File: config.mk
export PLATFORM = sky130hd
export DESIGN_NAME = portalTop
export DESIGN_NICKNAME = d
export VERILOG_FILES = /design/src/common/portalPkg.sv /design/src/design/portalTop.sv /design/src/design/echoUser.sv /design/src/portalBridge/portalCtrlRegs.sv /design/src/portalBridge/writeChannel.sv /design/src/portalBridge/readChannel.sv
export SDC_FILE = /design/constraint.sdc
export NUM_CORES = 1
export LEC_CHECK = 0
export BUFFER_PORTS_ARGS = -buffer_cell sky130_fd_sc_hd__buf_2
export CAP_MARGIN = 30
export CORE_MARGIN = 2
export CORE_UTILIZATION = 45
export CTS_BUF_LIST = sky130_fd_sc_hd__clkbuf_8
export CTS_CLUSTER_DIAMETER = 120
export DETAILED_ROUTE_END_ITERATION = 10
export PLACE_DENSITY = 0.74
export SYNTH_ARGS = -nofsm -noshare
export SYNTH_HDL_FRONTEND = slang
export SYNTH_HIERARCHICAL = 1
export SYNTH_SLANG_ARGS = --single-unit
File: constraint.sdc
create_clock -name CLK -period 7.85 [get_ports CLK]
set_input_delay 1.57 -clock CLK [delete_from_list [all_inputs] [get_ports CLK]]
set_output_delay 1.57 -clock CLK [all_outputs]
set_load 0.03 [all_outputs]
File: src/common/portalPkg.sv
`default_nettype none

package portalPkg;

  typedef logic [12:0] portalAddr;    // Host byte address
  typedef logic [4:0]  portalOffset;  // Word offset inside a page
  typedef logic [31:0] busData;
  typedef logic [5:0]  txnId;

  // Portal identity
  localparam busData reqPortalId = 32'd5;
  localparam busData indPortalId = 32'd6;
  localparam busData numTiles    = 32'd1;
  localparam busData numPortals  = 32'd2;

  // Unused control offsets read back this pattern
  localparam busData fillerWord  = 32'h005A05A0;

  // Control page map
  localparam portalOffset offIntStatus   = 5'h00;
  localparam portalOffset offIntEnable   = 5'h04;
  localparam portalOffset offNumTiles    = 5'h08;
  localparam portalOffset offQueueStatus = 5'h0C;
  localparam portalOffset offPortalId    = 5'h10;
  localparam portalOffset offNumPortals  = 5'h14;

endpackage

`default_nettype wire
File: src/design/portalTop.sv
`timescale 1ns/1ns
`default_nettype none

module portalTop #(
  parameter int queueDepth = 4
) (
  input  logic                 CLK,
  input  logic                 RST_N,
  input  logic                 arValid,
  input  portalPkg::portalAddr arAddr,
  input  portalPkg::txnId      arId,
  output logic                 arReady,
  output logic                 rValid,
  output portalPkg::busData    rData,
  output portalPkg::txnId      rId,
  input  logic                 rReady,
  input  logic                 awValid,
  input  portalPkg::portalAddr awAddr,
  input  portalPkg::txnId      awId,
  output logic                 awReady,
  input  logic                 wValid,
  input  portalPkg::busData    wData,
  output logic                 wReady,
  output logic                 bValid,
  output portalPkg::txnId      bId,
  input  logic                 bReady,
  output logic                 irq
);

  portalPkg::portalOffset ctrlRdOffset;
  logic                   ctrlRdIndPortal;
  portalPkg::busData      ctrlRdData;
  logic                   intEnWrite;
  logic                   intEnValue;
  logic                   reqPush;
  portalPkg::busData      reqData;
  logic                   reqNotFull;
  logic                   indPop;
  logic                   indNotEmpty;
  portalPkg::busData      indData;

  readChannel readCh (
    .CLK(CLK), .RST_N(RST_N),
    .arValid(arValid), .arAddr(arAddr), .arId(arId), .arReady(arReady),
    .rValid(rValid), .rData(rData), .rId(rId), .rReady(rReady),
    .ctrlRdOffset(ctrlRdOffset), .ctrlRdIndPortal(ctrlRdIndPortal), .ctrlRdData(ctrlRdData),
    .indNotEmpty(indNotEmpty), .indPop(indPop), .indData(indData),
    .reqNotFull(reqNotFull)
  );

  writeChannel writeCh (
    .CLK(CLK), .RST_N(RST_N),
    .awValid(awValid), .awAddr(awAddr), .awId(awId), .awReady(awReady),
    .wValid(wValid), .wData(wData), .wReady(wReady),
    .bValid(bValid), .bId(bId), .bReady(bReady),
    .intEnWrite(intEnWrite), .intEnValue(intEnValue),
    .reqPush(reqPush), .reqData(reqData), .reqNotFull(reqNotFull)
  );

  portalCtrlRegs ctrlRegs (
    .CLK(CLK), .RST_N(RST_N),
    .ctrlRdOffset(ctrlRdOffset), .ctrlRdIndPortal(ctrlRdIndPortal), .ctrlRdData(ctrlRdData),
    .intEnWrite(intEnWrite), .intEnValue(intEnValue),
    .indNotEmpty(indNotEmpty), .irq(irq)
  );

  echoUser #(.queueDepth(queueDepth)) user (
    .CLK(CLK), .RST_N(RST_N),
    .reqPush(reqPush), .reqData(reqData), .reqNotFull(reqNotFull),
    .indPop(indPop), .indNotEmpty(indNotEmpty), .indData(indData)
  );

endmodule

`default_nettype wire

File: src/design/echoUser.sv
`timescale 1ns/1ns
`default_nettype none

module echoUser #(
  parameter int queueDepth = 4
) (
  input  logic              CLK,
  input  logic              RST_N,
  input  logic              reqPush,
  input  portalPkg::busData reqData,
  output logic              reqNotFull,
  input  logic              indPop,
  output logic              indNotEmpty,
  output portalPkg::busData indData
);

  localparam int ptrBits = (queueDepth > 1) ? $clog2(queueDepth) : 1;
  localparam int cntBits = $clog2(queueDepth + 1);

  portalPkg::busData  mem [queueDepth];
  logic [ptrBits-1:0] wrPtr;
  logic [ptrBits-1:0] rdPtr;
  logic [cntBits-1:0] count;
  logic               doPush;
  logic               doPop;

  assign reqNotFull  = (count != cntBits'(queueDepth));
  assign indNotEmpty = (count != '0);
  assign indData     = mem[rdPtr];  // Head word, echoed unchanged

  assign doPush = reqPush && reqNotFull;
  assign doPop  = indPop && indNotEmpty;

  always_ff @(posedge CLK) begin
    if (!RST_N) begin
      wrPtr <= '0;
      rdPtr <= '0;
      count <= '0;
    end else begin
      if (doPush)
        wrPtr <= (wrPtr == ptrBits'(queueDepth - 1)) ? '0 : wrPtr + 1'b1;
      if (doPop)
        rdPtr <= (rdPtr == ptrBits'(queueDepth - 1)) ? '0 : rdPtr + 1'b1;
      if (doPush && !doPop)
        count <= count + 1'b1;
      else if (doPop && !doPush)
        count <= count - 1'b1;
    end
  end

  always_ff @(posedge CLK) begin
    if (doPush)
      mem[wrPtr] <= reqData;
  end

endmodule

`default_nettype wire

File: src/portalBridge/portalCtrlRegs.sv
`timescale 1ns/1ns
`default_nettype none

module portalCtrlRegs (
  input  logic                   CLK,
  input  logic                   RST_N,
  input  portalPkg::portalOffset ctrlRdOffset,
  input  logic                   ctrlRdIndPortal,
  output portalPkg::busData      ctrlRdData,
  input  logic                   intEnWrite,
  input  logic                   intEnValue,
  input  logic                   indNotEmpty,
  output logic                   irq
);

  logic intEnable;

  always_ff @(posedge CLK) begin
    if (!RST_N)
      intEnable <= 1'b0;
    else if (intEnWrite)
      intEnable <= intEnValue;
  end

  assign irq = intEnable && indNotEmpty;

  always_comb begin
    case (ctrlRdOffset)
      portalPkg::offIntStatus:
        ctrlRdData = {31'd0, ctrlRdIndPortal && indNotEmpty};  // Request side has no status
      portalPkg::offIntEnable:   ctrlRdData = {31'd0, intEnable};
      portalPkg::offNumTiles:    ctrlRdData = portalPkg::numTiles;
      portalPkg::offQueueStatus: ctrlRdData = {31'd0, indNotEmpty};
      portalPkg::offPortalId:
        ctrlRdData = ctrlRdIndPortal ? portalPkg::indPortalId : portalPkg::reqPortalId;
      portalPkg::offNumPortals:  ctrlRdData = portalPkg::numPortals;
      default:                   ctrlRdData = portalPkg::fillerWord;
    endcase
  end

endmodule

`default_nettype wire

File: src/portalBridge/writeChannel.sv
`timescale 1ns/1ns
`default_nettype none

module writeChannel (
  input  logic                 CLK,
  input  logic                 RST_N,
  input  logic                 awValid,
  input  portalPkg::portalAddr awAddr,
  input  portalPkg::txnId      awId,
  output logic                 awReady,
  input  logic                 wValid,
  input  portalPkg::busData    wData,
  output logic                 wReady,
  output logic                 bValid,
  output portalPkg::txnId      bId,
  input  logic                 bReady,
  output logic                 intEnWrite,
  output logic                 intEnValue,
  output logic                 reqPush,
  output portalPkg::busData    reqData,
  input  logic                 reqNotFull
);

  logic                 haveAddr;
  logic                 haveData;
  portalPkg::portalAddr addrReg;
  portalPkg::txnId      idReg;
  portalPkg::busData    dataReg;
  logic                 ctrlPage;
  logic                 pushTarget;
  logic                 enableTarget;
  logic                 act;

  // Each beat taken once per transaction
  assign awReady = !haveAddr;
  assign wReady  = !haveData;

  assign ctrlPage     = (addrReg[11:5] == 7'd0);
  assign pushTarget   = !ctrlPage && !addrReg[12] && (addrReg[4:0] == 5'h00);
  assign enableTarget = ctrlPage && (addrReg[4:0] == portalPkg::offIntEnable);

  // Fires once, when both beats are in and the target can take it
  assign act = haveAddr && haveData && !bValid && (!pushTarget || reqNotFull);

  assign reqPush    = act && pushTarget;
  assign reqData    = dataReg;
  assign intEnWrite = act && enableTarget;
  assign intEnValue = dataReg[0];

  always_ff @(posedge CLK) begin
    if (!RST_N) begin
      haveAddr <= 1'b0;
      haveData <= 1'b0;
      bValid   <= 1'b0;
    end else begin
      if (awValid && awReady)
        haveAddr <= 1'b1;
      if (wValid && wReady)
        haveData <= 1'b1;
      if (act)
        bValid <= 1'b1;
      if (bValid && bReady) begin
        bValid   <= 1'b0;
        haveAddr <= 1'b0;
        haveData <= 1'b0;
      end
    end
  end

  always_ff @(posedge CLK) begin
    if (awValid && awReady) begin
      addrReg <= awAddr;
      idReg   <= awId;
    end
    if (wValid && wReady)
      dataReg <= wData;
  end

  assign bId = idReg;

endmodule

`default_nettype wire

File: src/portalBridge/readChannel.sv
`timescale 1ns/1ns
`default_nettype none

module readChannel (
  input  logic                   CLK,
  input  logic                   RST_N,
  input  logic                   arValid,
  input  portalPkg::portalAddr   arAddr,
  input  portalPkg::txnId        arId,
  output logic                   arReady,
  output logic                   rValid,
  output portalPkg::busData      rData,
  output portalPkg::txnId        rId,
  input  logic                   rReady,
  output portalPkg::portalOffset ctrlRdOffset,
  output logic                   ctrlRdIndPortal,
  input  portalPkg::busData      ctrlRdData,
  input  logic                   indNotEmpty,
  output logic                   indPop,
  input  portalPkg::busData      indData,
  input  logic                   reqNotFull
);

  logic                 busy;     // One transaction at a time
  logic                 pending;  // Address held, response not built yet
  portalPkg::portalAddr addrReg;
  portalPkg::txnId      idReg;
  logic                 ctrlPage;
  logic                 popTarget;
  logic                 respond;
  portalPkg::busData    dataWord;

  assign arReady = !busy;

  // Decode of the held address
  assign ctrlPage        = (addrReg[11:5] == 7'd0);
  assign ctrlRdOffset    = addrReg[4:0];
  assign ctrlRdIndPortal = addrReg[12];
  assign popTarget       = !ctrlPage && addrReg[12] && (addrReg[4:0] == 5'h00);

  // Indication pop stalls until a word exists
  assign respond = pending && (!popTarget || indNotEmpty);
  assign indPop  = respond && popTarget;

  always_comb begin
    dataWord = '0;
    if (addrReg[4:0] == 5'h04)
      dataWord = {31'd0, addrReg[12] ? indNotEmpty : reqNotFull};  // Queue flags
    else if (popTarget)
      dataWord = indData;
  end

  always_ff @(posedge CLK) begin
    if (!RST_N) begin
      busy    <= 1'b0;
      pending <= 1'b0;
      rValid  <= 1'b0;
    end else begin
      if (arValid && arReady) begin
        busy    <= 1'b1;
        pending <= 1'b1;
      end
      if (respond) begin
        pending <= 1'b0;
        rValid  <= 1'b1;
      end
      if (rValid && rReady) begin
        rValid <= 1'b0;
        busy   <= 1'b0;
      end
    end
  end

  always_ff @(posedge CLK) begin
    if (arValid && arReady) begin
      addrReg <= arAddr;
      idReg   <= arId;
    end
    if (respond)
      rData <= ctrlPage ? ctrlRdData : dataWord;
  end

  assign rId = idReg;  // Held until the next accept

endmodule

`default_nettype wire

==> results of run 1 <==
## cell families (layout without fill, tap and decap cells)
family,count (synthesis),count (layout),synth area share
fa+ha+maj,7,7,0.01019
other cells,1,22,0.0004020
flops,246,246,0.7747
xor+xnor,2,2,0.001878
buf+inv,58,215,0.04185
simple gates,51,51,0.03528
mux,38,38,0.08383
compound gates,53,53,0.05190
## critical path, stage by stage, from the launching register on
cell,delay (ps)
edfxtp_1,360
nor4_1,650
a2111oi_4,170
buf_4,320
and3_1,250
o31ai_1,150
ha_1,290
inv_1,60
fa_1,380
xor2_1,160
or3_2,400
a21boi_1,170
## flip-flops by register name, summed over array words and instances, names as in the netlist, 2 cells and up, named ones only
register / flops
user/count: 3
writeCh/reqData: 32
readCh/rId: 6
readCh/addrReg: 13
user/mem: 128
user/wrPtr: 2
user/rdPtr: 2
readCh/rData: 32
writeCh/bId: 6
writeCh/addrReg: 13
## layer usage
metal,vias up,GRT usage
met5,-,0
met4,0,0.06143
met3,34,0.03827
met2,177,0.2546
met1,2253,0.1878
li1,2096,-
## through the flow
stage,instances,setup WS (ps),area [µm²]
2_1_floorplan,476,3701,9404
3_3_place_gp,827,4614,10070
3_5_place_dp,829,4370,10130
4_1_cts,903,4358,10880
5_1_grt,904,4129,10880
6_report,904,4408,10880
## placed cells by master, fill, tap and decap left out, types with 3 or more instances in the layout
| cell type | instances |
|---|---|
| edfxtp_1 | 230 |
| buf_2 | 126 |
| clkbuf_8 | 40 |
| mux4_2 | 32 |
| a22o_2 | 29 |
| inv_1 | 22 |
| conb_1 | 21 |
| dfxtp_1 | 14 |
| clkinv_1 | 11 |
| nand2_1 | 8 |
| ha_1 | 6 |
| mux2i_1 | 5 |
| nor2b_1 | 5 |
| o21ai_0 | 5 |
| buf_4 | 5 |
| clkinv_2 | 4 |
| nor2_1 | 4 |
| and3_2 | 4 |
| inv_6 | 3 |
| and2_1 | 3 |
| nor3_1 | 3 |
| nand3_1 | 3 |
## power breakdown
group	internal (mW)	total [mW]	switching, mW
Combinational	0.0323	0.0871	0.0549
Clock	0.547	1.02	0.471
Sequential	1.47	1.48	0.0176
Total	2.05	2.59	0.544
## layout make-up
class,count,area [µm²]
Antenna cell,1,2.502
Clock buffer,40,550.5
Clock inverter,34,200.2
Fill cell,1618,9420
Inverter,8,30.03
Multi-Input combinational cell,172,1805
Sequential cell,246,7229
Tap cell,270,337.8
Timing Repair Buffer,133,723.2
## worst max path at each step
stage	startpoint	depth (start not counted)	endpoint	slack [ps]
5_1_grt	readCh/addrReg[6]$_DFFE_PP_	11	user/count[2]$_SDFFE_PN0P_	4130
2_1_floorplan	readCh/addrReg[6]$_DFFE_PP_	4	readCh/rData[0]$_DFFE_PP_	3700
6_report	readCh/addrReg[6]$_DFFE_PP_	11	user/count[2]$_SDFFE_PN0P_	4410
4_1_cts	readCh/addrReg[6]$_DFFE_PP_	11	user/count[2]$_SDFFE_PN0P_	4360
3_3_place_gp	readCh/addrReg[6]$_DFFE_PP_	11	user/count[2]$_SDFFE_PN0P_	4610
3_5_place_dp	readCh/addrReg[6]$_DFFE_PP_	11	user/count[2]$_SDFFE_PN0P_	4370
==> results.yml, run 1 <==
timing:
  max_slew.worst_pin.slew_ps: 910.8
  whs_ps: 486.0
  skew_ps: 25.90
  rsz0062_at_grt: "no"
  tns_ps: 0
  period_minus_slack_ps: 3442
  relSlewSlack: 0.3928
  fin_crit_sh: 0.4385
  finalMaxSlewViolations: 0
  hold_violations: 0
  setup_viol: 0
  fmax_mhz: 290.5
floorplanning:
  die_area_um2: 21900
  core_um2: 20300
  start_util: 0.4596
  die_y_um: 148.0
  num_io_pins: 127
  rows: 52
  die_w_um: 148.0
power_and_ir_drop:
  power.density_nw_per_um2: 238.1
  total_power_mw: 2.591
  max-vdd-ir-drop_mv: 0.1309
  power.leakage_nw: 3.902
yosys:
  synth_top_area_frac: 0.7403
  synth_flop_cell: "edfxtp_1"
  yosysMostFrequentCell: "edfxtp_1"
  ys_ff_latch: 246
  synth_area_leaders: "edfxtp_1 74%, mux4_2 7.7%, dfxtp_1 3.4%"
  async_reset_ff_frac: 0
  synth_common_cells: "230 x edfxtp_1, 37 x buf_4, 32 x mux4_2"
  synth.distinct_cells: 56
  synth_edf_count: 230
  synth.largest_area_cell: "edfxtp_1"
  synth_warnings: 6
  synth_seq_area_share: 0.7747
  syn_avg_cell_area_um2: 20.46
  netlist_area_um2: 9329
  syn_inst: 456
worst_setup_path:
  required_ps: 8300
  reg2regPathDepth: 11
  worst-setup-path-type: "reg -> reg"
  worstSetupEndpointType: "register"
  crit_fanout: 35
  r2r-start: "readCh/addrReg[6]$_DFFE_PP_"
  reg2reg_slack_ps: 4410
  critical_path_arrival_ps: 3900
  r2r_end: "user/count[2]$_SDFFE_PN0P_"
  worst_setup_path_start_kind: "register"
worst_hold_path:
  min_path_type: "reg -> reg"
  min_to: "user/mem[2][24]$_DFFE_PP_"
  hp-start: "writeCh/reqData[24]$_DFFE_PP_"
  min_path_cells: 0
drt:
  drcViolationCount: 0
  met3_length_um: 1273
  wl_per_cell_um: 18.06
  topRoutingLayerUsed: "met4"
  wl_met2_um: 8212
  viasPerCell: 5.044
  totalWireLength_um: 16320
  wl_met1_um: 6438
  drt_iter0_markers: 316
  ant_nets: 0
  dr_total_vias: 4560
  first_pass_iters: 5
finish:
  layout-drive-gt1-share: 0.4123
  final_core_util: 0.5359
  synthToLayoutAreaGrowth_pct: 16.62
  fin_nets: 685
placement:
  hpwl_um: 10120
  place_congestion: 0.7694
  io_buffers: 126
clock_network:
  cts.htree.levels: 2
  clkLatencyLatePin_ps: 540
  root_buffer: "clkbuf_8"
  cts.clk_slew.worst_paths_ps: 60
  cts_buffer_depth: 3
  cts_tree: "yes"
  postCtsSetupBuffers: 0
  hold_buffers: 0
  clkSinkCount: 246
  ctsResizeCount: 0
  cts_buffers: 40
outcome:
  status: "complete, no violations"
grt:
  first_global_vias: 4792
  grt-ovfl-total: 0
  antenna_found_initial: 1
  grt_pass1_wl_um: 25350
  grt_usage: 0.1511
  grt_max_degree: 36
run:
  cap_viol_max_count: 0
Note: power is estimated with default switching activity, not from simulation.
==> run 2, diff against run 1 <==
--- a/config.mk
+++ b/config.mk
@@ -5,6 +5,7 @@
 export SDC_FILE = /design/constraint.sdc
 export NUM_CORES = 1
 export LEC_CHECK = 0
+export ABC_AREA = 1
 export BUFFER_PORTS_ARGS = -buffer_cell sky130_fd_sc_hd__buf_2
 export CAP_MARGIN = 30
 export CORE_MARGIN = 2
@@ -12,7 +13,7 @@
 export CTS_BUF_LIST = sky130_fd_sc_hd__clkbuf_8
 export CTS_CLUSTER_DIAMETER = 120
 export DETAILED_ROUTE_END_ITERATION = 10
-export PLACE_DENSITY = 0.74
+export PLACE_DENSITY = 0.76
 export SYNTH_ARGS = -nofsm -noshare
 export SYNTH_HDL_FRONTEND = slang
 export SYNTH_HIERARCHICAL = 1
==> constraint.sdc (replaced) <==
create_clock -name CLK -period 2.8 [get_ports CLK]
set_input_delay 0.56 -clock CLK [delete_from_list [all_inputs] [get_ports CLK]]
set_output_delay 0.56 -clock CLK [all_outputs]
set_load 0.03 [all_outputs]
==> run 2 against run 1 <==
  * Cell area is 5.6% higher
  * Highest routed layer unchanged
  * Hold slack worse by 290 ps
  * Sequential share of layout area is 3.5 points lower
  * Critical path depth is 7 higher
  * Area after synthesis is 7.9% higher
  * Synthesized cell count is 61% higher
  * Via count is 28% higher
==> results.yml, run 2 <==
outcome:
  status: "complete, no violations"
yosys:
  synth_flop_cell: "edfxtp_1"
  netlist_area_um2: 10060
  synth_top_area_frac: 0.6864
  syn_avg_cell_area_um2: 13.67
  synth.distinct_cells: 35
  yosysMostFrequentCell: "edfxtp_1"
  synth.largest_area_cell: "edfxtp_1"
  synth_edf_count: 230
  synth_area_leaders: "edfxtp_1 69%, nor2_1 3.5%, nand2_4 3.5%"
  ys_ff_latch: 246
  synth_seq_area_share: 0.7182
  synth_common_cells: "230 x edfxtp_1, 94 x nor2_1, 43 x inv_1"
  synth_warnings: 6
  syn_inst: 736
  async_reset_ff_frac: 0
worst_hold_path:
  min_path_cells: 1
  min_to: "writeCh/reqData[21]$_DFFE_PP_"
  hp-start: "wData[21]"
  min_path_type: "in -> reg"
worst_setup_path:
  path_cells: "nor2_1 > nand2_1 > nor2_2 > nand3_1 > nand2_1 > inv_2 > nand2_4 > inv_2 > nand2_1 > ha_1 > inv_1 > fa_1 > inv_1 > nand2_1 > nand3_1 > nand2_1 > inv_1 > nor2_1"
  reg2regPathDepth: 18
  r2r-start: "readCh/addrReg[1]$_DFFE_PP_"
  crit_family: "simple AND/OR/NAND/NOR gates"
  critical_path.slowest_cell: "edfxtp_1"
  max_stage_delay_ps: 430
  path_common_cell: "nand2_1"
  worst_setup_path_start_kind: "register"
  worstSetupEndpointType: "register"
  required_ps: 3230
  critical_path_arrival_ps: 2860
  worst-setup-path-type: "reg -> reg"
  r2r_end: "user/count[2]$_SDFFE_PN0P_"
  reg2reg_slack_ps: 370
  crit_fanout: 5
  cp_num_buf_inv: 5
timing:
  fin_crit_sh: 0.8681
  relSlewSlack: 0.4107
  tns_ps: 0
  finalMaxSlewViolations: 0
  final.setup.worst_slack_ps: 369.3
  period_minus_slack_ps: 2431
  max_slew.worst_pin.slew_ps: 883.9
  hold_violations: 0
  rsz0062_at_grt: "no"
  skew_ps: 21.50
  whs_ps: 195.4
  setup_viol: 0
  fmax_mhz: 411.4
grt:
  first_global_vias: 6070
  grt_max_degree: 65
  grt_usage: 0.1627
  antenna_found_initial: 1
  grt_pass1_wl_um: 30300
  grt-ovfl-total: 0
power_and_ir_drop:
  power.density_nw_per_um2: 632.5
  total_power_mw: 7.266
  max-vdd-ir-drop_mv: 0.4197
  power.leakage_nw: 4.608
floorplanning:
  num_io_pins: 127
  rows: 54
  core_um2: 21890
  die_w_um: 153.5
  start_util: 0.4596
  die_area_um2: 23570
  die_y_um: 153.5
finish:
  layout-drive-gt1-share: 0.3219
  largest-register: "user/mem"
  stdcell_count: 1188
  final_cell_mix: "230 x edfxtp_1, 126 x buf_2, 89 x nor2_1"
  synthToLayoutAreaGrowth_pct: 14.18
  largest_register_ffs: 128
  mostFrequentLayoutCell: "edfxtp_1"
  fin_nets: 960
clock_network:
  cts.htree.levels: 2
  clkLatencyLatePin_ps: 530
  cts_buffer_depth: 3
  clkSinkCount: 246
  cts_buffers: 41
  root_buffer: "clkbuf_8"
  hold_buffers: 0
  cts_tree: "yes"
  ctsResizeCount: 0
  cts.clk_slew.worst_paths_ps: 60
  postCtsSetupBuffers: 0
drt:
  viasPerCell: 4.913
  first_pass_iters: 5
  wl_per_cell_um: 16.12
  drcViolationCount: 0
  ant_nets: 0
  dr_total_vias: 5837
  drt_iter0_markers: 442
  totalWireLength_um: 19150
placement:
  dp_cells: 1113
  post-place-ws_ps: 523.1
  hpwl_um: 11660
  place_congestion: 0.7606
  io_buffers: 126
run:
  cap_viol_max_count: 0
[run 2: worst max path at each step]
stage                                              from                          to  slack (ps)  cells after the start
after CTS                   readCh/addrReg[1]$_DFFE_PP_  user/count[2]$_SDFFE_PN0P_         390                     18
final                       readCh/addrReg[1]$_DFFE_PP_  user/count[2]$_SDFFE_PN0P_         370                     18
after global routing        readCh/addrReg[4]$_DFFE_PP_  user/count[2]$_SDFFE_PN0P_         210                     18
after detailed placement   writeCh/addrReg[3]$_DFFE_PP_  user/count[2]$_SDFFE_PN0P_         520                     15
after global placement      readCh/addrReg[1]$_DFFE_PP_  user/count[2]$_SDFFE_PN0P_         600                     18
after floorplan           writeCh/haveData$_SDFFE_PP0P_    user/mem[3][0]$_DFFE_PP_          10                      6
[run 2: kinds of logic after synthesis]
family | share of synthesized area
compound gates | 0.05807
fa+ha+maj | 0.009450
buf+inv | 0.07013
flops | 0.7182
mux | 0.001119
other cells | 0.0003727
simple gates | 0.1426
[run 2: layer usage]
| metal | vias up | routed length, µm | share of wire | GRT usage |
|---|---|---|---|---|
| met5 | - | 0 | 0 | 0 |
| met1 | 2770 | 7384 | 0.39 | 0.1893 |
| met3 | 38 | 1276 | 0.067 | 0.04340 |
| li1 | 2825 | - | - | - |
| met2 | 204 | 9999 | 0.52 | 0.2861 |
| met4 | 0 | 491 | 0.026 | 0.06640 |
[run 2: area by class of cell]
class,count,area [µm²]
Antenna cell,1,2.502
Clock buffer,41,564.3
Clock inverter,33,153.9
Fill cell,1863,10400
Inverter,51,198.9
Multi-Input combinational cell,396,2242
Sequential cell,246,7228
Tap cell,280,350.3
Timing Repair Buffer,140,748.2
[run 2: worst reg2reg max path, cell delays in order, from the launching register on]
cell	delay, ps
edfxtp_1	430
nor2_1	130
nand2_1	90
nor2_2	130
nand3_1	80
nand2_1	90
inv_2	60
nand2_4	50
inv_2	20
nand2_1	150
ha_1	220
inv_1	80
fa_1	380
inv_1	90
nand2_1	100
nand3_1	90
nand2_1	60
inv_1	50
nor2_1	30
[run 2: stage by stage]
| stage | cell area [µm²] | util |
|---|---|---|
| global route | 11490 | 0.5248 |
| floorplan | 10140 | - |
| global placement | 10770 | 0.4919 |
| detailed placement | 10770 | 0.4919 |
| CTS | 11490 | 0.5247 |
| finish | 11490 | 0.5248 |
[run 2: power by group]
group,switching (mW),internal [mW]
combinational,0.229,0.0963
clock,1.36,1.38
sequential,0.0546,4.14
